File: config.mk
export PLATFORM = sky130hd
export DESIGN_NAME = mips_decoder_flat
export DESIGN_NICKNAME = d
export VERILOG_FILES = /design/src/verilog/mips_define.sv /design/src/verilog/structures.sv /design/src/verilog/ex_ctrl_if.sv /design/src/verilog/mips_decoder.sv /design/src/flat_wrapper.sv
export SDC_FILE = /design/constraint.sdc
export NUM_CORES = 1
export LEC_CHECK = 0
export ABC_AREA = 1
export BUFFER_PORTS_ARGS = -buffer_cell sky130_fd_sc_hd__buf_4
export CORE_AREA = 4 4 58 113
export CTS_CLUSTER_SIZE = 40
export DETAILED_ROUTE_END_ITERATION = 8
export DIE_AREA = 0 0 62 117
export HOLD_SLACK_MARGIN = 0.03
export PLACE_DENSITY = 0.84
export SYNTH_ARGS = -nofsm -noshare
export SYNTH_HDL_FRONTEND = slang
export SYNTH_SLANG_ARGS = --single-unit
File: constraint.sdc
create_clock -name clk -period 0.9 [get_ports clk]
set_clock_uncertainty 0.2 [all_clocks]
set_input_delay 0.18 -clock clk [delete_from_list [all_inputs] [get_ports clk]]
set_output_delay 0.18 -clock clk [all_outputs]
set_load 0.02 [all_outputs]
File: src/verilog/mips_define.sv
package mips_define;

    // major opcodes
    localparam logic [5:0] OP_SPECIAL  = 6'b000000;
    localparam logic [5:0] OP_SPECIAL3 = 6'b011111;
    localparam logic [5:0] OP_ADDIU    = 6'b001001;
    localparam logic [5:0] OP_DADDIU   = 6'b011001;
    localparam logic [5:0] OP_SLTI     = 6'b001010;
    localparam logic [5:0] OP_SLTIU    = 6'b001011;
    localparam logic [5:0] OP_ANDI     = 6'b001100;
    localparam logic [5:0] OP_ORI      = 6'b001101;
    localparam logic [5:0] OP_XORI     = 6'b001110;
    localparam logic [5:0] OP_LUI      = 6'b001111;

    // SPECIAL funct field
    localparam logic [5:0] OP0_ADDU    = 6'b100001;
    localparam logic [5:0] OP0_DADDU   = 6'b101101;
    localparam logic [5:0] OP0_SUBU    = 6'b100011;
    localparam logic [5:0] OP0_DSUBU   = 6'b101111;
    localparam logic [5:0] OP0_AND     = 6'b100100;
    localparam logic [5:0] OP0_OR      = 6'b100101;
    localparam logic [5:0] OP0_XOR     = 6'b100110;
    localparam logic [5:0] OP0_NOR     = 6'b100111;
    localparam logic [5:0] OP0_SLT     = 6'b101010;
    localparam logic [5:0] OP0_SLTU    = 6'b101011;
    localparam logic [5:0] OP0_SLL     = 6'b000000;
    localparam logic [5:0] OP0_SRL     = 6'b000010;
    localparam logic [5:0] OP0_SRA     = 6'b000011;
    localparam logic [5:0] OP0_DSLL    = 6'b111000;
    localparam logic [5:0] OP0_DSRL    = 6'b111010;
    localparam logic [5:0] OP0_DSRA    = 6'b111011;
    localparam logic [5:0] OP0_DSLL32  = 6'b111100;
    localparam logic [5:0] OP0_DSRL32  = 6'b111110;
    localparam logic [5:0] OP0_LSA     = 6'b000101;
    localparam logic [5:0] OP0_DLSA    = 6'b010101;

    // SPECIAL3 bshfl group, selected by the shamt field
    localparam logic [5:0] OP3_FUNC_BSHFL = 6'b100000;
    localparam logic [4:0] OP3_SEB        = 5'b10000;
    localparam logic [4:0] OP3_SEH        = 5'b11000;

endpackage

File: src/verilog/structures.sv
package structures;

    typedef enum logic [2:0] {
        ALU_ADD, ALU_SUB, ALU_AND, ALU_OR, ALU_XOR, ALU_NOR, ALU_SLT, ALU_SLTU
    } alu_op_t;

    typedef enum logic [1:0] {B_REG, B_SIMM, B_ZIMM} alu_b_src_t;

    // shifter output feeds the adder for lsa
    typedef enum logic {A_REG, A_SHIFT} alu_a_src_t;

    typedef enum logic [1:0] {OUT_ALU, OUT_BARREL, OUT_LUI} ex_out_src_t;

    // low word kept, upper word filled by sign or zero
    typedef enum logic [1:0] {CUT_NONE, CUT_SEXT, CUT_ZEXT} cut_t;

    typedef enum logic [1:0] {EXT_NONE, EXT_SEB, EXT_SEH} ext_src_t;

    typedef enum logic [1:0] {
        P32_NONE, P32_LO_TO_HI, P32_HI_TO_LO, P32_SWAP
    } plus32_t;

    typedef struct packed {
        logic [5:0] opcode;
        logic [4:0] rs;
        logic [4:0] rt;
        logic [4:0] rd;
        logic [4:0] shamt;
        logic [5:0] funct;
    } r_fields_t;

    typedef struct packed {
        logic [5:0]  opcode;
        logic [4:0]  rs;
        logic [4:0]  rt;
        logic [15:0] imm16;
    } i_fields_t;

    typedef union packed {
        r_fields_t r;
        i_fields_t i;
    } inst_word_u;

endpackage

File: src/verilog/ex_ctrl_if.sv
`timescale 1ns/10ps

interface ex_ctrl_if import structures::*; ();

    logic        valid;
    logic        except;
    logic [4:0]  wb_addr;
    logic        write_enable;
    alu_op_t     alu_op;
    alu_a_src_t  alu_a_src;
    alu_b_src_t  alu_b_src;
    logic [15:0] imm;
    logic [4:0]  shamt;
    logic        barrel_right;
    logic        barrel_rotate;
    logic        shift_arith;
    plus32_t     barrel_plus32;
    logic        barrel_src;
    cut_t        cut_alu;
    cut_t        cut_barrel;
    ext_src_t    ext_src;
    ex_out_src_t ex_out_src;

    modport decoder (
        output valid, except, wb_addr, write_enable, alu_op, alu_a_src, alu_b_src, imm,
        output shamt, barrel_right, barrel_rotate, shift_arith, barrel_plus32, barrel_src,
        output cut_alu, cut_barrel, ext_src, ex_out_src
    );

    modport datapath (
        input valid, except, wb_addr, write_enable, alu_op, alu_a_src, alu_b_src, imm,
        input shamt, barrel_right, barrel_rotate, shift_arith, barrel_plus32, barrel_src,
        input cut_alu, cut_barrel, ext_src, ex_out_src
    );

endinterface

File: src/verilog/mips_decoder.sv
`timescale 1ns/10ps

module mips_decoder
    import mips_define::*;
    import structures::*;
(
    input  logic       clk,
    input  logic       rst_n,
    input  logic       inst_valid,
    input  inst_word_u inst,
    output logic [4:0] rs_addr,
    output logic [4:0] rt_addr,
    ex_ctrl_if.decoder ctrl
);

    logic op0, op3, no_shamt, no_rs, rot_rs, nop_inst;
    logic addu_inst, daddu_inst, addiu_inst, daddiu_inst, add_family;
    logic subu_inst, dsubu_inst, sub_family;
    logic and_inst, andi_inst, or_inst, ori_inst, xor_inst, xori_inst, nor_inst, logic_family;
    logic slt_inst, slti_inst, sltu_inst, sltiu_inst, slt_family;
    logic sll_inst, dsll_inst, dsll32_inst, sll_family;
    logic srl_inst, dsrl_inst, dsrl32_inst, srl_family;
    logic sra_inst, dsra_inst, sra_family;
    logic rotr_inst, drotr_inst, drotr32_inst, rotr_family;
    logic lsa_inst, dlsa_inst, lsa_family;
    logic seb_inst, seh_inst, se_family;
    logic lui_inst, imm_form, word_shift, except;

    assign rs_addr = inst.r.rs;
    assign rt_addr = inst.r.rt;

    always_comb begin
        op0 = (inst.r.opcode == OP_SPECIAL);
        op3 = (inst.r.opcode == OP_SPECIAL3);
        no_shamt = (inst.r.shamt == 5'd0);
        no_rs = (inst.r.rs == 5'd0);
        // rotates reuse the srl encodings with rs = 1
        rot_rs = (inst.r.rs == 5'd1);
        nop_inst = (inst == 32'd0);

        addu_inst = op0 && (inst.r.funct == OP0_ADDU) && no_shamt;
        daddu_inst = op0 && (inst.r.funct == OP0_DADDU) && no_shamt;
        addiu_inst = (inst.i.opcode == OP_ADDIU);
        daddiu_inst = (inst.i.opcode == OP_DADDIU);
        add_family = addu_inst || daddu_inst || addiu_inst || daddiu_inst;

        subu_inst = op0 && (inst.r.funct == OP0_SUBU) && no_shamt;
        dsubu_inst = op0 && (inst.r.funct == OP0_DSUBU) && no_shamt;
        sub_family = subu_inst || dsubu_inst;

        and_inst = op0 && (inst.r.funct == OP0_AND) && no_shamt;
        or_inst = op0 && (inst.r.funct == OP0_OR) && no_shamt;
        xor_inst = op0 && (inst.r.funct == OP0_XOR) && no_shamt;
        nor_inst = op0 && (inst.r.funct == OP0_NOR) && no_shamt;
        andi_inst = (inst.i.opcode == OP_ANDI);
        ori_inst = (inst.i.opcode == OP_ORI);
        xori_inst = (inst.i.opcode == OP_XORI);
        logic_family = and_inst || or_inst || xor_inst || nor_inst
                    || andi_inst || ori_inst || xori_inst;

        slt_inst = op0 && (inst.r.funct == OP0_SLT) && no_shamt;
        sltu_inst = op0 && (inst.r.funct == OP0_SLTU) && no_shamt;
        slti_inst = (inst.i.opcode == OP_SLTI);
        sltiu_inst = (inst.i.opcode == OP_SLTIU);
        slt_family = slt_inst || sltu_inst || slti_inst || sltiu_inst;

        // the all-zero word is sll $0,$0,0 and stays unsupported
        sll_inst = op0 && (inst.r.funct == OP0_SLL) && no_rs && !nop_inst;
        dsll_inst = op0 && (inst.r.funct == OP0_DSLL) && no_rs;
        dsll32_inst = op0 && (inst.r.funct == OP0_DSLL32) && no_rs;
        sll_family = sll_inst || dsll_inst || dsll32_inst;

        srl_inst = op0 && (inst.r.funct == OP0_SRL) && no_rs;
        dsrl_inst = op0 && (inst.r.funct == OP0_DSRL) && no_rs;
        dsrl32_inst = op0 && (inst.r.funct == OP0_DSRL32) && no_rs;
        srl_family = srl_inst || dsrl_inst || dsrl32_inst;

        sra_inst = op0 && (inst.r.funct == OP0_SRA) && no_rs;
        dsra_inst = op0 && (inst.r.funct == OP0_DSRA) && no_rs;
        sra_family = sra_inst || dsra_inst;

        rotr_inst = op0 && (inst.r.funct == OP0_SRL) && rot_rs;
        drotr_inst = op0 && (inst.r.funct == OP0_DSRL) && rot_rs;
        drotr32_inst = op0 && (inst.r.funct == OP0_DSRL32) && rot_rs;
        rotr_family = rotr_inst || drotr_inst || drotr32_inst;

        // sa sits in bits 7:6, bits 10:8 must be zero
        lsa_inst = op0 && (inst.r.funct == OP0_LSA) && (inst.r.shamt[4:2] == 3'd0);
        dlsa_inst = op0 && (inst.r.funct == OP0_DLSA) && (inst.r.shamt[4:2] == 3'd0);
        lsa_family = lsa_inst || dlsa_inst;

        seb_inst = op3 && no_rs && (inst.r.shamt == OP3_SEB) && (inst.r.funct == OP3_FUNC_BSHFL);
        seh_inst = op3 && no_rs && (inst.r.shamt == OP3_SEH) && (inst.r.funct == OP3_FUNC_BSHFL);
        se_family = seb_inst || seh_inst;

        lui_inst = (inst.i.opcode == OP_LUI) && no_rs;

        imm_form = addiu_inst || daddiu_inst || slti_inst || sltiu_inst
                || andi_inst || ori_inst || xori_inst || lui_inst;
        word_shift = sll_inst || srl_inst || sra_inst || rotr_inst;

        except = !(add_family || sub_family || logic_family || slt_family || sll_family
                || srl_family || sra_family || rotr_family || lsa_family || se_family
                || lui_inst);
    end

    always_ff @(posedge clk or negedge rst_n) begin
        if (!rst_n) begin
            ctrl.valid <= 1'b0;
            ctrl.except <= 1'b0;
            ctrl.write_enable <= 1'b0;
        end else begin
            ctrl.valid <= inst_valid;
            if (inst_valid) begin
                ctrl.except <= except;
                ctrl.write_enable <= !except;
            end
        end
    end

    // execute payload, only meaningful while valid is high
    always_ff @(posedge clk) begin
        if (inst_valid) begin
            ctrl.wb_addr <= imm_form ? inst.i.rt : inst.r.rd;
            ctrl.imm <= inst.i.imm16;
            // seb and seh hold their code in shamt, operand B must pass unshifted
            ctrl.shamt <= se_family ? 5'd0 : inst.r.shamt;
            ctrl.alu_op <= sub_family ? ALU_SUB :
                           (and_inst || andi_inst) ? ALU_AND :
                           (or_inst || ori_inst) ? ALU_OR :
                           (xor_inst || xori_inst) ? ALU_XOR :
                           nor_inst ? ALU_NOR :
                           (slt_inst || slti_inst) ? ALU_SLT :
                           (sltu_inst || sltiu_inst) ? ALU_SLTU : ALU_ADD;
            ctrl.alu_a_src <= lsa_family ? A_SHIFT : A_REG;
            ctrl.alu_b_src <= (addiu_inst || daddiu_inst || slti_inst || sltiu_inst) ? B_SIMM :
                              (andi_inst || ori_inst || xori_inst) ? B_ZIMM : B_REG;
            ctrl.barrel_right <= srl_family || sra_family || rotr_family;
            ctrl.barrel_rotate <= rotr_family;
            ctrl.shift_arith <= sra_family;
            ctrl.barrel_plus32 <= dsll32_inst ? P32_LO_TO_HI :
                                  dsrl32_inst ? P32_HI_TO_LO :
                                  drotr32_inst ? P32_SWAP : P32_NONE;
            ctrl.barrel_src <= lsa_family;
            ctrl.cut_alu <= (addu_inst || subu_inst || addiu_inst || lsa_inst) ? CUT_SEXT
                                                                               : CUT_NONE;
            ctrl.cut_barrel <= word_shift ? CUT_SEXT : CUT_NONE;
            ctrl.ext_src <= seb_inst ? EXT_SEB : seh_inst ? EXT_SEH : EXT_NONE;
            ctrl.ex_out_src <= lui_inst ? OUT_LUI :
                               (sll_family || srl_family || sra_family || rotr_family
                                || se_family) ? OUT_BARREL : OUT_ALU;
        end
    end

endmodule

File: src/flat_wrapper.sv
// flat-port wrapper written by rule: the top's interface ports become plain ports
module mips_decoder_flat import mips_define::*; import structures::*;
  (clk, rst_n, inst_valid, inst, rs_addr, rt_addr, ctrl_valid, ctrl_except, ctrl_wb_addr, ctrl_write_enable, ctrl_alu_op, ctrl_alu_a_src, ctrl_alu_b_src, ctrl_imm, ctrl_shamt, ctrl_barrel_right, ctrl_barrel_rotate, ctrl_shift_arith, ctrl_barrel_plus32, ctrl_barrel_src, ctrl_cut_alu, ctrl_cut_barrel, ctrl_ext_src, ctrl_ex_out_src);
  ex_ctrl_if ctrl_i ();
  input  logic clk;
  input  logic rst_n;
  input  logic inst_valid;
  input  inst_word_u inst;
  output logic [4:0] rs_addr;
  output logic [4:0] rt_addr;
  output wire logic [$bits(ctrl_i.valid)-1:0] ctrl_valid;
  output wire logic [$bits(ctrl_i.except)-1:0] ctrl_except;
  output wire logic [$bits(ctrl_i.wb_addr)-1:0] ctrl_wb_addr;
  output wire logic [$bits(ctrl_i.write_enable)-1:0] ctrl_write_enable;
  output wire logic [$bits(ctrl_i.alu_op)-1:0] ctrl_alu_op;
  output wire logic [$bits(ctrl_i.alu_a_src)-1:0] ctrl_alu_a_src;
  output wire logic [$bits(ctrl_i.alu_b_src)-1:0] ctrl_alu_b_src;
  output wire logic [$bits(ctrl_i.imm)-1:0] ctrl_imm;
  output wire logic [$bits(ctrl_i.shamt)-1:0] ctrl_shamt;
  output wire logic [$bits(ctrl_i.barrel_right)-1:0] ctrl_barrel_right;
  output wire logic [$bits(ctrl_i.barrel_rotate)-1:0] ctrl_barrel_rotate;
  output wire logic [$bits(ctrl_i.shift_arith)-1:0] ctrl_shift_arith;
  output wire logic [$bits(ctrl_i.barrel_plus32)-1:0] ctrl_barrel_plus32;
  output wire logic [$bits(ctrl_i.barrel_src)-1:0] ctrl_barrel_src;
  output wire logic [$bits(ctrl_i.cut_alu)-1:0] ctrl_cut_alu;
  output wire logic [$bits(ctrl_i.cut_barrel)-1:0] ctrl_cut_barrel;
  output wire logic [$bits(ctrl_i.ext_src)-1:0] ctrl_ext_src;
  output wire logic [$bits(ctrl_i.ex_out_src)-1:0] ctrl_ex_out_src;
  assign ctrl_valid = ctrl_i.valid;
  assign ctrl_except = ctrl_i.except;
  assign ctrl_wb_addr = ctrl_i.wb_addr;
  assign ctrl_write_enable = ctrl_i.write_enable;
  assign ctrl_alu_op = ctrl_i.alu_op;
  assign ctrl_alu_a_src = ctrl_i.alu_a_src;
  assign ctrl_alu_b_src = ctrl_i.alu_b_src;
  assign ctrl_imm = ctrl_i.imm;
  assign ctrl_shamt = ctrl_i.shamt;
  assign ctrl_barrel_right = ctrl_i.barrel_right;
  assign ctrl_barrel_rotate = ctrl_i.barrel_rotate;
  assign ctrl_shift_arith = ctrl_i.shift_arith;
  assign ctrl_barrel_plus32 = ctrl_i.barrel_plus32;
  assign ctrl_barrel_src = ctrl_i.barrel_src;
  assign ctrl_cut_alu = ctrl_i.cut_alu;
  assign ctrl_cut_barrel = ctrl_i.cut_barrel;
  assign ctrl_ext_src = ctrl_i.ext_src;
  assign ctrl_ex_out_src = ctrl_i.ex_out_src;
  mips_decoder u_core (.clk(clk), .rst_n(rst_n), .inst_valid(inst_valid), .inst(inst), .rs_addr(rs_addr), .rt_addr(rt_addr), .ctrl(ctrl_i));
endmodule
==> results of run 1 <==
cell type report:
class | instances | area, um2
multi-input combinational | 154 | 1090
timing repair buffer | 154 | 1500
tap | 61 | 76.3
clock buffer | 6 | 129
fill | 353 | 1370
inverter | 41 | 166
clock inverter | 2 | 8.76
sequential | 46 | 1370
Yosys cell counts:
| library cell | n |
|---|---|
| nand3b_2 | 1 |
| nand2_1 | 36 |
| nand3_1 | 21 |
| nand4_1 | 3 |
| o2111ai_1 | 3 |
| buf_4 | 13 |
| inv_2 | 7 |
| a21oi_1 | 2 |
| o31ai_1 | 1 |
| dfrtp_1 | 3 |
| o21ai_1 | 5 |
| a31oi_1 | 1 |
| and3_1 | 1 |
| nor2_8 | 1 |
| o211ai_1 | 1 |
| a21oi_2 | 1 |
| nand3_2 | 3 |
| nor2_2 | 9 |
| nand3b_1 | 1 |
| nor2_1 | 35 |
| nor3_4 | 2 |
| nor3_1 | 2 |
| edfxtp_1 | 43 |
| nand3_4 | 1 |
| nand2_2 | 13 |
| inv_1 | 34 |
| conb_1 | 1 |
| o22ai_1 | 2 |
| nor2_4 | 5 |
| clkbuf_1 | 3 |
| nand2_4 | 1 |
state kept, by name, summed over array words and instances (netlist names), 2 cells and up:
signal,count
u_core.ctrl.barrel_plus32,2
u_core.ctrl.wb_addr,5
u_core.ctrl.shamt,5
u_core.ctrl.imm,16
u_core.ctrl.ext_src,2
u_core.ctrl.ex_out_src,2
u_core.ctrl.alu_b_src,2
u_core.ctrl.alu_op,3
worst max path at each step:
| stage | depth (start not counted) | start | endpoint | slack [ps] |
|---|---|---|---|---|
| final | 12 | inst[30] | u_core.ctrl.except$_DFFE_PN0P_ | -440 |
| after global routing | 12 | inst[30] | u_core.ctrl.except$_DFFE_PN0P_ | -520 |
| after CTS | 6 | inst[31] | u_core.ctrl.cut_barrel[0]$_DFFE_PP_ | -400 |
| after detailed placement | 9 | inst[31] | u_core.ctrl.except$_DFFE_PN0P_ | -710 |
| after global placement | 11 | inst[31] | u_core.ctrl.except$_DFFE_PN0P_ | -700 |
| after floorplan | 8 | inst[7] | u_core.ctrl.ex_out_src[0]$_SDFFCE_PP0P_ | -430 |
routing by layer:
metal  track usage (%)  routed length (um)  vias up  part of all wire, %
li1                  -                   -     1126                    -
met1              18.6                2250     1106                   31
met2              38.9                4580       76                   62
met3              1.21                 285       19                  3.9
met4              12.0                 237        0                  3.2
met5                 0                   0        -                    0
power groups by stage:
| stage | Combinational [W] | Clock [W] | Sequential (W) |
|---|---|---|---|
| 6_report | 0.00138 | 0.00171 | 0.00259 |
| 5_1_grt | 0.00147 | 0.00181 | 0.00260 |
| 4_1_cts | 0.00131 | 0.00173 | 0.00258 |
| 3_5_place_dp | 0.00114 | 0 | 0.00260 |
| 3_3_place_gp | 0.00112 | 0 | 0.00259 |
| 2_1_floorplan | 0.000294 | 0 | 0.00280 |
kinds of logic (layout without fill, tap and decap cells):
logic type             count (synthesis)  in the layout
AOI/OAI and AO/OA                     16             16
DFF                                   46             46
other                                  1              2
and+or+nand+nor                      135            136
buffers and inverters                 57            203
per-stage QoR:
step,setup WS [ps],total power (W),instances
2_1_floorplan,-430,0.00309,256
5_1_grt,-517,0.00588,464
4_1_cts,-398,0.00563,459
6_report,-443,0.00568,464
3_3_place_gp,-705,0.00371,442
3_5_place_dp,-709,0.00374,442
worst max-delay path: cells and delay by family:
kind | cells | cell delay (ps)
and+or+nand+nor | 10 | 880
buffers and inverters | 2 | 250
timing repair:
| action | CTS | global route |
|---|---|---|
| setup endpoints to repair | 77 | 73 |
| gates resized for setup | 97 | 38 |
| hold endpoints to repair | 21 | 21 |
| cloned | 0 | 1 |
| pin swaps | 18 | 19 |
| buffers inserted | 9 | 5 |
==> flow_metrics.env, run 1 <==
export IMPL_pwr_share_seq_pct=45.5
export IMPL_drive_gt1_share_pct=62.8
export IMPL_required_ps=870
export IMPL_die_y_um=117
export IMPL_comb_power_share_pct=24.4
export IMPL_swShare_pct=25.7
export IMPL_first_global_vias=2347
export IMPL_synth_top_family_by_area="simple AND/OR/NAND/NOR gates"
export IMPL_cp_start_kind="input pin"
export IMPL_synth_fa_ha_area_share_pct=0
export IMPL_grt_remaining_overflow=0
export IMPL_layout_common_cells="buf_6, buf_4, edfxtp_1"
export IMPL_post_drt_wl_per_cell_um=15.8
export IMPL_insertion_delay_ps=280
export IMPL_synth_cells=255
export IMPL_cts_buffer_depth=2
export IMPL_rsz0062_at_grt="true"
export IMPL_synth_cell_type_count=31
export IMPL_cts_max_level=2
export IMPL_ios=94
export IMPL_grt_max_degree=47
export IMPL_max_stage_delay_ps=180
export IMPL_netlist_area_leader_share_pct=52.3
export IMPL_clk_pin_slew_ps=60
export IMPL_syn_cell_area_mm2=0.00247
export IMPL_dieWidth_um=62
export IMPL_end_kind="register"
export IMPL_grt_pass1_wl_mm=10.6
export IMPL_coreArea_mm2=0.00571
export IMPL_cp_max_fo=5
export IMPL_layout_setup_ws_ps=-443
export IMPL_reg2reg_slack_ps=-230
export IMPL_dieArea_mm2=0.00725
export IMPL_gp_congestion=0.830
export IMPL_fin_crit_ps=1340
export IMPL_hold_path_startpoint="inst[10]"
export IMPL_reg2regPathDepth=4
export IMPL_syn2layout_area_growth_pct=76.0
export IMPL_regToRegEndpoint="u_core.ctrl.write_enable$_DFFE_PN0P_"
export IMPL_yosys_area_share_simple_pct=29.6
export IMPL_cp_slowest_cell="nor2_4"
export IMPL_failed_checks="hold timing, setup timing"
export IMPL_ys_seq_elements=46
export IMPL_cts_made_buffers=5
export IMPL_final_nets=437
export IMPL_ys_top_cells_by_area="edfxtp_1, nand2_1, nor2_1"
export IMPL_fmax_mhz=745
export IMPL_yosysWarnings=0
export IMPL_first_iter_violations=88
export IMPL_drv_slew=0
export IMPL_numPortBuffers=91
export IMPL_crit_chain="buf_8, nor2_4, buf_4, nand2_2, nor2_4, nand3_1, nand2_2, nor2_4, nand2_2, nor2_2, nand2_1, nand2_1"
export IMPL_final_period_utilization_pct=149
export IMPL_synth_top_cell_by_area="edfxtp_1"
export IMPL_antenna_found_initial=0
export IMPL_yosysSeqAreaShare_pct=55.4
export IMPL_synth_compound_gate_area_share_pct=4.21
export IMPL_hold_class="in -> reg"
export IMPL_synthXorXnorAreaFrac_pct=0
export IMPL_drc=0
export IMPL_drt_first_pass_iters=4
export IMPL_cts_tree="done"
export IMPL_ir_drop_mv=1.34
export IMPL_antennaDiodeCount=0
export IMPL_whs_ps=-101
export IMPL_status="finished with violations"
export IMPL_min_to="u_core.ctrl.imm[10]$_DFFE_PP_"
export IMPL_hold_depth=1
export IMPL_tns_ps=-21230
export IMPL_power_density_mw_per_mm2=1310
export IMPL_post_route_util_pct=76.1
export IMPL_postCtsHoldBufs=1
export IMPL_vias=2327
export IMPL_cp_arrival_ps=1320
export IMPL_setup_viol=73
export IMPL_synthMuxAreaShare_pct=0
export IMPL_r2r_start="u_core.ctrl.write_enable$_DFFE_PN0P_"
export IMPL_hold_viol_final=16
export IMPL_grt_use_total_pct=20.0
export IMPL_routed_via_density=5.02
export IMPL_initial_utilization_pct=43.2
export IMPL_hpwl_mm=5.19
export IMPL_rows=39
export IMPL_setup_worst_path_class="in -> reg"
export IMPL_final_area_mm2=0.00434
export IMPL_avgSynthCellArea_um2=9.68
export IMPL_final_common_cell="buf_6"
export IMPL_placedInstanceArea_mm2=0.00359
export IMPL_p_leak_nw=2.00
export IMPL_ant_nets=0
export IMPL_power_clock_fraction_pct=30.1
export IMPL_drv_max_cap_violation_count=0
export IMPL_wl_mm=7.35
export IMPL_cts_root_buf="clkbuf_16"
export IMPL_p_switching_w=0.00146
export IMPL_clock_sinks=46
export IMPL_internal_power_w=0.00422
No activity file was read; power rests on OpenSTA's default activity.
==> run 2: changes to the inputs <==
--- a/config.mk
+++ b/config.mk
@@ -13,6 +13,8 @@
 export DIE_AREA = 0 0 62 117
 export HOLD_SLACK_MARGIN = 0.03
 export PLACE_DENSITY = 0.84
+export SETUP_SLACK_MARGIN = 0.1
 export SYNTH_ARGS = -nofsm -noshare
 export SYNTH_HDL_FRONTEND = slang
 export SYNTH_SLANG_ARGS = --single-unit
+export TNS_END_PERCENT = 30
==> run 2 against run 1 <==
Net effect: the flow still finishes with violations (hold timing, setup timing); sequential power barely moved; design area down 5.1%; count of clock-buffer cells in the layout grew 2; utilization shrank 3.9 points; via count decreased by 4.2%; sequential cell count stayed put; hold slack worse by 23 ps; non-clock buffer count fell by 15; setup slack got worse by 3.4 ps; die area unchanged; critical endpoint unchanged; largest cell class unchanged.
==> flow_metrics.env, run 2 (synthesis results as in run 1) <==
export IMPL_fin_crit_ps=1350
export IMPL_layout_setup_ws_ps=-446
export IMPL_clk_pin_slew_ps=60
export IMPL_status="finished with violations"
export IMPL_use_met3_pct=2.20
export IMPL_dieWidth_um=62
export IMPL_drive_gt1_share_pct=57.0
export IMPL_dp_slack_ps=-734
export IMPL_numPortBuffers=91
export IMPL_post_route_util_pct=72.2
export IMPL_rows=39
export IMPL_antennaDiodeCount=0
export IMPL_first_iter_violations=99
export IMPL_cts_root_buf="clkbuf_16"
export IMPL_drc=0
export IMPL_end_kind="register"
export IMPL_clock_sinks=46
export IMPL_min_to="u_core.ctrl.shamt[1]$_SDFFCE_PP0P_"
export IMPL_grt_max_degree=47
export IMPL_failed_checks="hold timing, setup timing"
export IMPL_cp_arrival_ps=1330
export IMPL_syn2layout_area_growth_pct=67.0
export IMPL_insertion_delay_ps=280
export IMPL_drv_slew=0
export IMPL_r2r_start="u_core.ctrl.except$_DFFE_PN0P_"
export IMPL_ir_drop_mv=2.19
export IMPL_power_density_mw_per_mm2=1370
export IMPL_ios=94
export IMPL_p_leak_nw=1.90
export IMPL_cts_max_level=2
export IMPL_total_power_w=0.00566
export IMPL_post_drt_wl_per_cell_um=15.6
export IMPL_hold_viol_final=13
export IMPL_grt_pass1_wl_mm=10.5
export IMPL_die_y_um=117
export IMPL_cts_made_buffers=5
export IMPL_hold_class="in -> reg"
export IMPL_rsz0062_at_grt="true"
export IMPL_whs_ps=-124
export IMPL_grt_remaining_overflow=0
export IMPL_cp_start_kind="input pin"
export IMPL_largest_reg_flops=16
export IMPL_reg2regPathDepth=3
export IMPL_setup_viol=71
export IMPL_required_ps=880
export IMPL_grt_use_total_pct=20.4
export IMPL_antenna_found_initial=0
export IMPL_gp_congestion=0.898
export IMPL_fmax_mhz=743
export IMPL_cts_tree="done"
export IMPL_cts_buffer_depth=2
export IMPL_hold_path_startpoint="inst[7]"
export IMPL_regToRegEndpoint="u_core.ctrl.except$_DFFE_PN0P_"
export IMPL_setup_worst_path_class="in -> reg"
export IMPL_hpwl_mm=5.19
export IMPL_grt_util_met2_pct=39.6
export IMPL_hold_depth=1
export IMPL_coreArea_mm2=0.00571
export IMPL_initial_utilization_pct=43.2
export IMPL_drt_first_pass_iters=4
export IMPL_final_common_cell="buf_6"
export IMPL_routed_via_density=4.96
export IMPL_final_period_utilization_pct=150
export IMPL_postCtsHoldBufs=1
export IMPL_max_flop_register="u_core.ctrl.imm"
export IMPL_cp_max_fo=8
export IMPL_wl_mm=6.99
export IMPL_final_nets=422
export IMPL_layout_common_cells="buf_6, buf_4, edfxtp_1"
export IMPL_largestRegisters="u_core.ctrl.imm (16), u_core.ctrl.shamt (5), u_core.ctrl.wb_addr (5)"
export IMPL_busiest_layer="met2"
export IMPL_use_met1_pct=18.9
export IMPL_reg2reg_slack_ps=-40
export IMPL_drv_max_cap_violation_count=0
export IMPL_tns_ps=-21260
export IMPL_dieArea_mm2=0.00725
export IMPL_first_global_vias=2286
export IMPL_vias=2229
export IMPL_ant_nets=0
-- run 2: changes by cell type in the layout (fill, tap and decap cells not counted), moves of 4 or more --
cell and change:
buf_4 -9, buf_6 -7, inv_1 +5, inv_2 -4
nor2_1 +4, nor2_4 -4
-- run 2: worst max-delay path, stage by stage --
cell and delay, ps:
buf_8 100, nor2_4 210, nand3_4 220, nor2_8 200
o211ai_1 140, nand3_2 130, nor2_4 40, nand2_2 50
nand2_1 50
-- run 2: worst max path at each step --
| stage | from | to | slack (ps) | depth (start not counted) |
|---|---|---|---|---|
| floorplan | inst[7] | u_core.ctrl.ex_out_src[0]$_SDFFCE_PP0P_ | -430 | 8 |
| global placement | inst[31] | u_core.ctrl.except$_DFFE_PN0P_ | -700 | 9 |
| detailed placement | inst[31] | u_core.ctrl.except$_DFFE_PN0P_ | -730 | 9 |
| CTS | inst[31] | u_core.ctrl.except$_DFFE_PN0P_ | -400 | 9 |
| global route | inst[30] | u_core.ctrl.except$_DFFE_PN0P_ | -510 | 11 |
| finish | inst[30] | u_core.ctrl.except$_DFFE_PN0P_ | -450 | 9 |
-- run 2: final cells by class --
type                       count  area, um2
tap                           61       76.3
fill                         389       1590
multi-input combinational    154       1020
sequential                    46       1370
inverter                      41        154
timing repair buffer         139       1370
clock buffer                   8        136
-- run 2: metrics by stage --
step / area (um2) / std cells / hold WS [ps]
3_5_place_dp: 3520 / 433 / -226
6_report: 4120 / 449 / -124
2_1_floorplan: 2540 / 256 / -316
3_3_place_gp: 3520 / 433 / -226
5_1_grt: 4120 / 449 / -130
4_1_cts: 4060 / 448 / -121
-- run 2: power by group --
group / leakage [nW] / total (W) / internal (W) / switching [W]
combinational: 1.38 / 0.00131 / 0.000657 / 0.000657
clock: 0.0652 / 0.00175 / 0.00103 / 0.000722
sequential: 0.451 / 0.00259 / 0.00251 / 0.0000768
-- run 2: what timing repair did --
action,CTS,global route
gates cloned,1,0
hold endpoints to repair,21,15
setup buffers,5,1
gates resized for setup,89,14
endpoints found under the setup margin,83,77
pin swaps,15,12
-- run 2: per-layer routing --
layer	share of wire, %	wire (um)
met1	30	2070
met2	61	4240
met3	5.4	377
met4	4.4	308
met5	0	0
==> run 3: changes to the inputs <==
--- a/config.mk
+++ b/config.mk
@@ -6,7 +6,7 @@
 export NUM_CORES = 1
 export LEC_CHECK = 0
 export ABC_AREA = 1
-export BUFFER_PORTS_ARGS = -buffer_cell sky130_fd_sc_hd__buf_4
+export BUFFER_PORTS_ARGS = -buffer_cell sky130_fd_sc_hd__buf_2
 export CORE_AREA = 4 4 58 113
 export CTS_CLUSTER_SIZE = 40
 export DETAILED_ROUTE_END_ITERATION = 8
@@ -14,6 +14,7 @@
 export HOLD_SLACK_MARGIN = 0.03
 export PLACE_DENSITY = 0.84
 export SETUP_SLACK_MARGIN = 0.1
+export SLEW_MARGIN = 40
 export SYNTH_ARGS = -nofsm -noshare
 export SYNTH_HDL_FRONTEND = slang
 export SYNTH_SLANG_ARGS = --single-unit
==> run 3 against run 2 <==
Net effect: the run still ends with hold timing, setup timing left; combinational power decreased by 3%; setup slack improved by 36 ps; power decreased by 1.7%; critical path depth increased by 2; final cell count increased by 0.89%; critical path type unchanged.
==> flow_metrics.env, run 3 (synthesis results as in run 1) <==
export IMPL_cp_max_fo=7
export IMPL_grt_max_degree=47
export IMPL_hold_path_startpoint="inst[6]"
export IMPL_cp_start_kind="input pin"
export IMPL_clk_pin_slew_ps=60
export IMPL_antennaDiodeCount=0
export IMPL_routed_via_density=5.02
export IMPL_comb_power_share_pct=22.8
export IMPL_whs_ps=-118
export IMPL_antenna_found_initial=0
export IMPL_drc=0
export IMPL_largestRegisters="u_core.ctrl.imm (16), u_core.ctrl.shamt (5), u_core.ctrl.wb_addr (5)"
export IMPL_power_density_mw_per_mm2=1370
export IMPL_dieArea_mm2=0.00725
export IMPL_rsz0062_at_grt="true"
export IMPL_drt_first_pass_iters=4
export IMPL_status="finished with violations"
export IMPL_end_kind="register"
export IMPL_die_y_um=117
export IMPL_hpwl_mm=4.86
export IMPL_insertion_delay_ps=280
export IMPL_cts_tree="done"
export IMPL_layout_common_cells="buf_6, buf_4, edfxtp_1"
export IMPL_swShare_pct=25.9
export IMPL_cts_buffer_depth=2
export IMPL_drv_max_cap_violation_count=0
export IMPL_placedInstanceArea_mm2=0.00331
export IMPL_final_common_cell="buf_6"
export IMPL_multi_input_area_mm2=0.00109
export IMPL_dp_slack_ps=-744
export IMPL_layout_area_seq_mm2=0.00137
export IMPL_required_ps=880
export IMPL_first_iter_violations=79
export IMPL_fill_cells=384
export IMPL_clock_sinks=46
export IMPL_syn2layout_area_growth_pct=64.6
export IMPL_fin_crit_ps=1310
export IMPL_power_clock_fraction_pct=31.1
export IMPL_fmax_mhz=763
export IMPL_busiest_layer="met2"
export IMPL_numPortBuffers=91
export IMPL_p_switching_w=0.00144
export IMPL_max_flop_register="u_core.ctrl.imm"
export IMPL_gp_congestion=0.900
export IMPL_setup_worst_path_class="in -> reg"
export IMPL_final_nets=426
export IMPL_total_power_w=0.00556
export IMPL_startpoint="inst[31]"
export IMPL_pwr_share_seq_pct=46.1
export IMPL_vias=2275
export IMPL_cp_arrival_ps=1290
export IMPL_first_global_vias=2150
export IMPL_hold_viol_final=14
export IMPL_use_met3_pct=3.07
export IMPL_coreArea_mm2=0.00571
export IMPL_wl_mm=7.03
export IMPL_post_route_util_pct=71.1
export IMPL_cts_root_buf="clkbuf_16"
export IMPL_drv_slew=0
export IMPL_post_drt_wl_per_cell_um=15.5
export IMPL_setup_viol=71
export IMPL_hold_class="in -> reg"
export IMPL_postCtsHoldBufs=1
export IMPL_grt_remaining_overflow=0
export IMPL_cts_max_level=2
export IMPL_final_period_utilization_pct=146
export IMPL_r2r_start="u_core.ctrl.write_enable$_DFFE_PN0P_"
export IMPL_grt_pass1_wl_mm=9.84
export IMPL_grt_util_met2_pct=35.0
export IMPL_internal_power_w=0.00412
export IMPL_initial_utilization_pct=43.2
export IMPL_final_area_mm2=0.00406
export IMPL_cts_made_buffers=5
export IMPL_largest_reg_flops=16
export IMPL_ir_drop_mv=1.88
export IMPL_dieWidth_um=62
export IMPL_use_met1_pct=17.3
export IMPL_drive_gt1_share_pct=59.4
export IMPL_layout_setup_ws_ps=-410
export IMPL_ant_nets=0
export IMPL_failed_checks="hold timing, setup timing"
export IMPL_p_leak_nw=1.87
export IMPL_rows=39
export IMPL_ios=94
export IMPL_grt_use_total_pct=18.6
[run 3: changes by cell type in the layout (fill, tap and decap cells not counted), sizes merged]
cell and delta:
buf +4
[run 3: layer usage]
| metal | vias to the layer above | part of all wire (%) |
|---|---|---|
| met5 | - | 0 |
| met4 | 0 | 4.2 |
| met3 | 23 | 4.5 |
| met2 | 85 | 61 |
| met1 | 1063 | 30 |
| li1 | 1104 | - |
[run 3: worst paths after layout]
path                                                   endpoint  slack [ps]  depth (start not counted)
setup / recovery                 u_core.ctrl.except$_DFFE_PN0P_        -410                         11
hold / removal                     u_core.ctrl.imm[6]$_DFFE_PP_        -120                          1
setup reg to reg           u_core.ctrl.write_enable$_DFFE_PN0P_        -110                          3
hold reg to reg                  u_core.ctrl.except$_DFFE_PN0P_         440                          3
max in group asynchronous        u_core.ctrl.except$_DFFE_PN0P_         340                          2
min in group asynchronous  u_core.ctrl.write_enable$_DFFE_PN0P_          40                          2
[run 3: metrics by stage]
stage               TNS [ps]  std cells
floorplan              -7360        256
global placement      -21990        435
detailed placement    -23050        435
CTS                   -20290        451
global route          -22850        453
finish                -20400        453
[run 3: power by group through the flow]
stage / registers [W] / clock network [W] / logic (W)
after floorplan: 0.00280 / 0 / 0.000292
after global placement: 0.00258 / 0 / 0.000964
after detailed placement: 0.00259 / 0 / 0.000979
after CTS: 0.00255 / 0.00174 / 0.00114
after global routing: 0.00257 / 0.00184 / 0.00135
final: 0.00256 / 0.00173 / 0.00127
[run 3: layout make-up]
cell class	instances	share of cell area [%]
sequential	46	33.6
timing repair buffer	143	30.5
multi-input combinational	154	26.8
inverter	41	3.85
clock buffer	8	3.36
tap	61	1.88
[run 3: timing repair]
| item | in CTS | in global routing |
|---|---|---|
| gates cloned | 1 | 0 |
| setup endpoints to repair | 83 | 123 |
| pin swaps | 30 | 19 |
| gates resized for setup | 89 | 64 |
| endpoints found under the hold margin | 19 | 17 |
| buffers inserted | 6 | 3 |
[run 3: worst max-delay path, stage by stage]
cell and delay [ps]:
buf_8 100, nor2_4 190, nand3_4 200, nor2_8 170, nand2_2 80, nand2_2 80, nor2_4 50, nand2_2 80
nor2_4 40, nand2_2 70, nand2_2 40
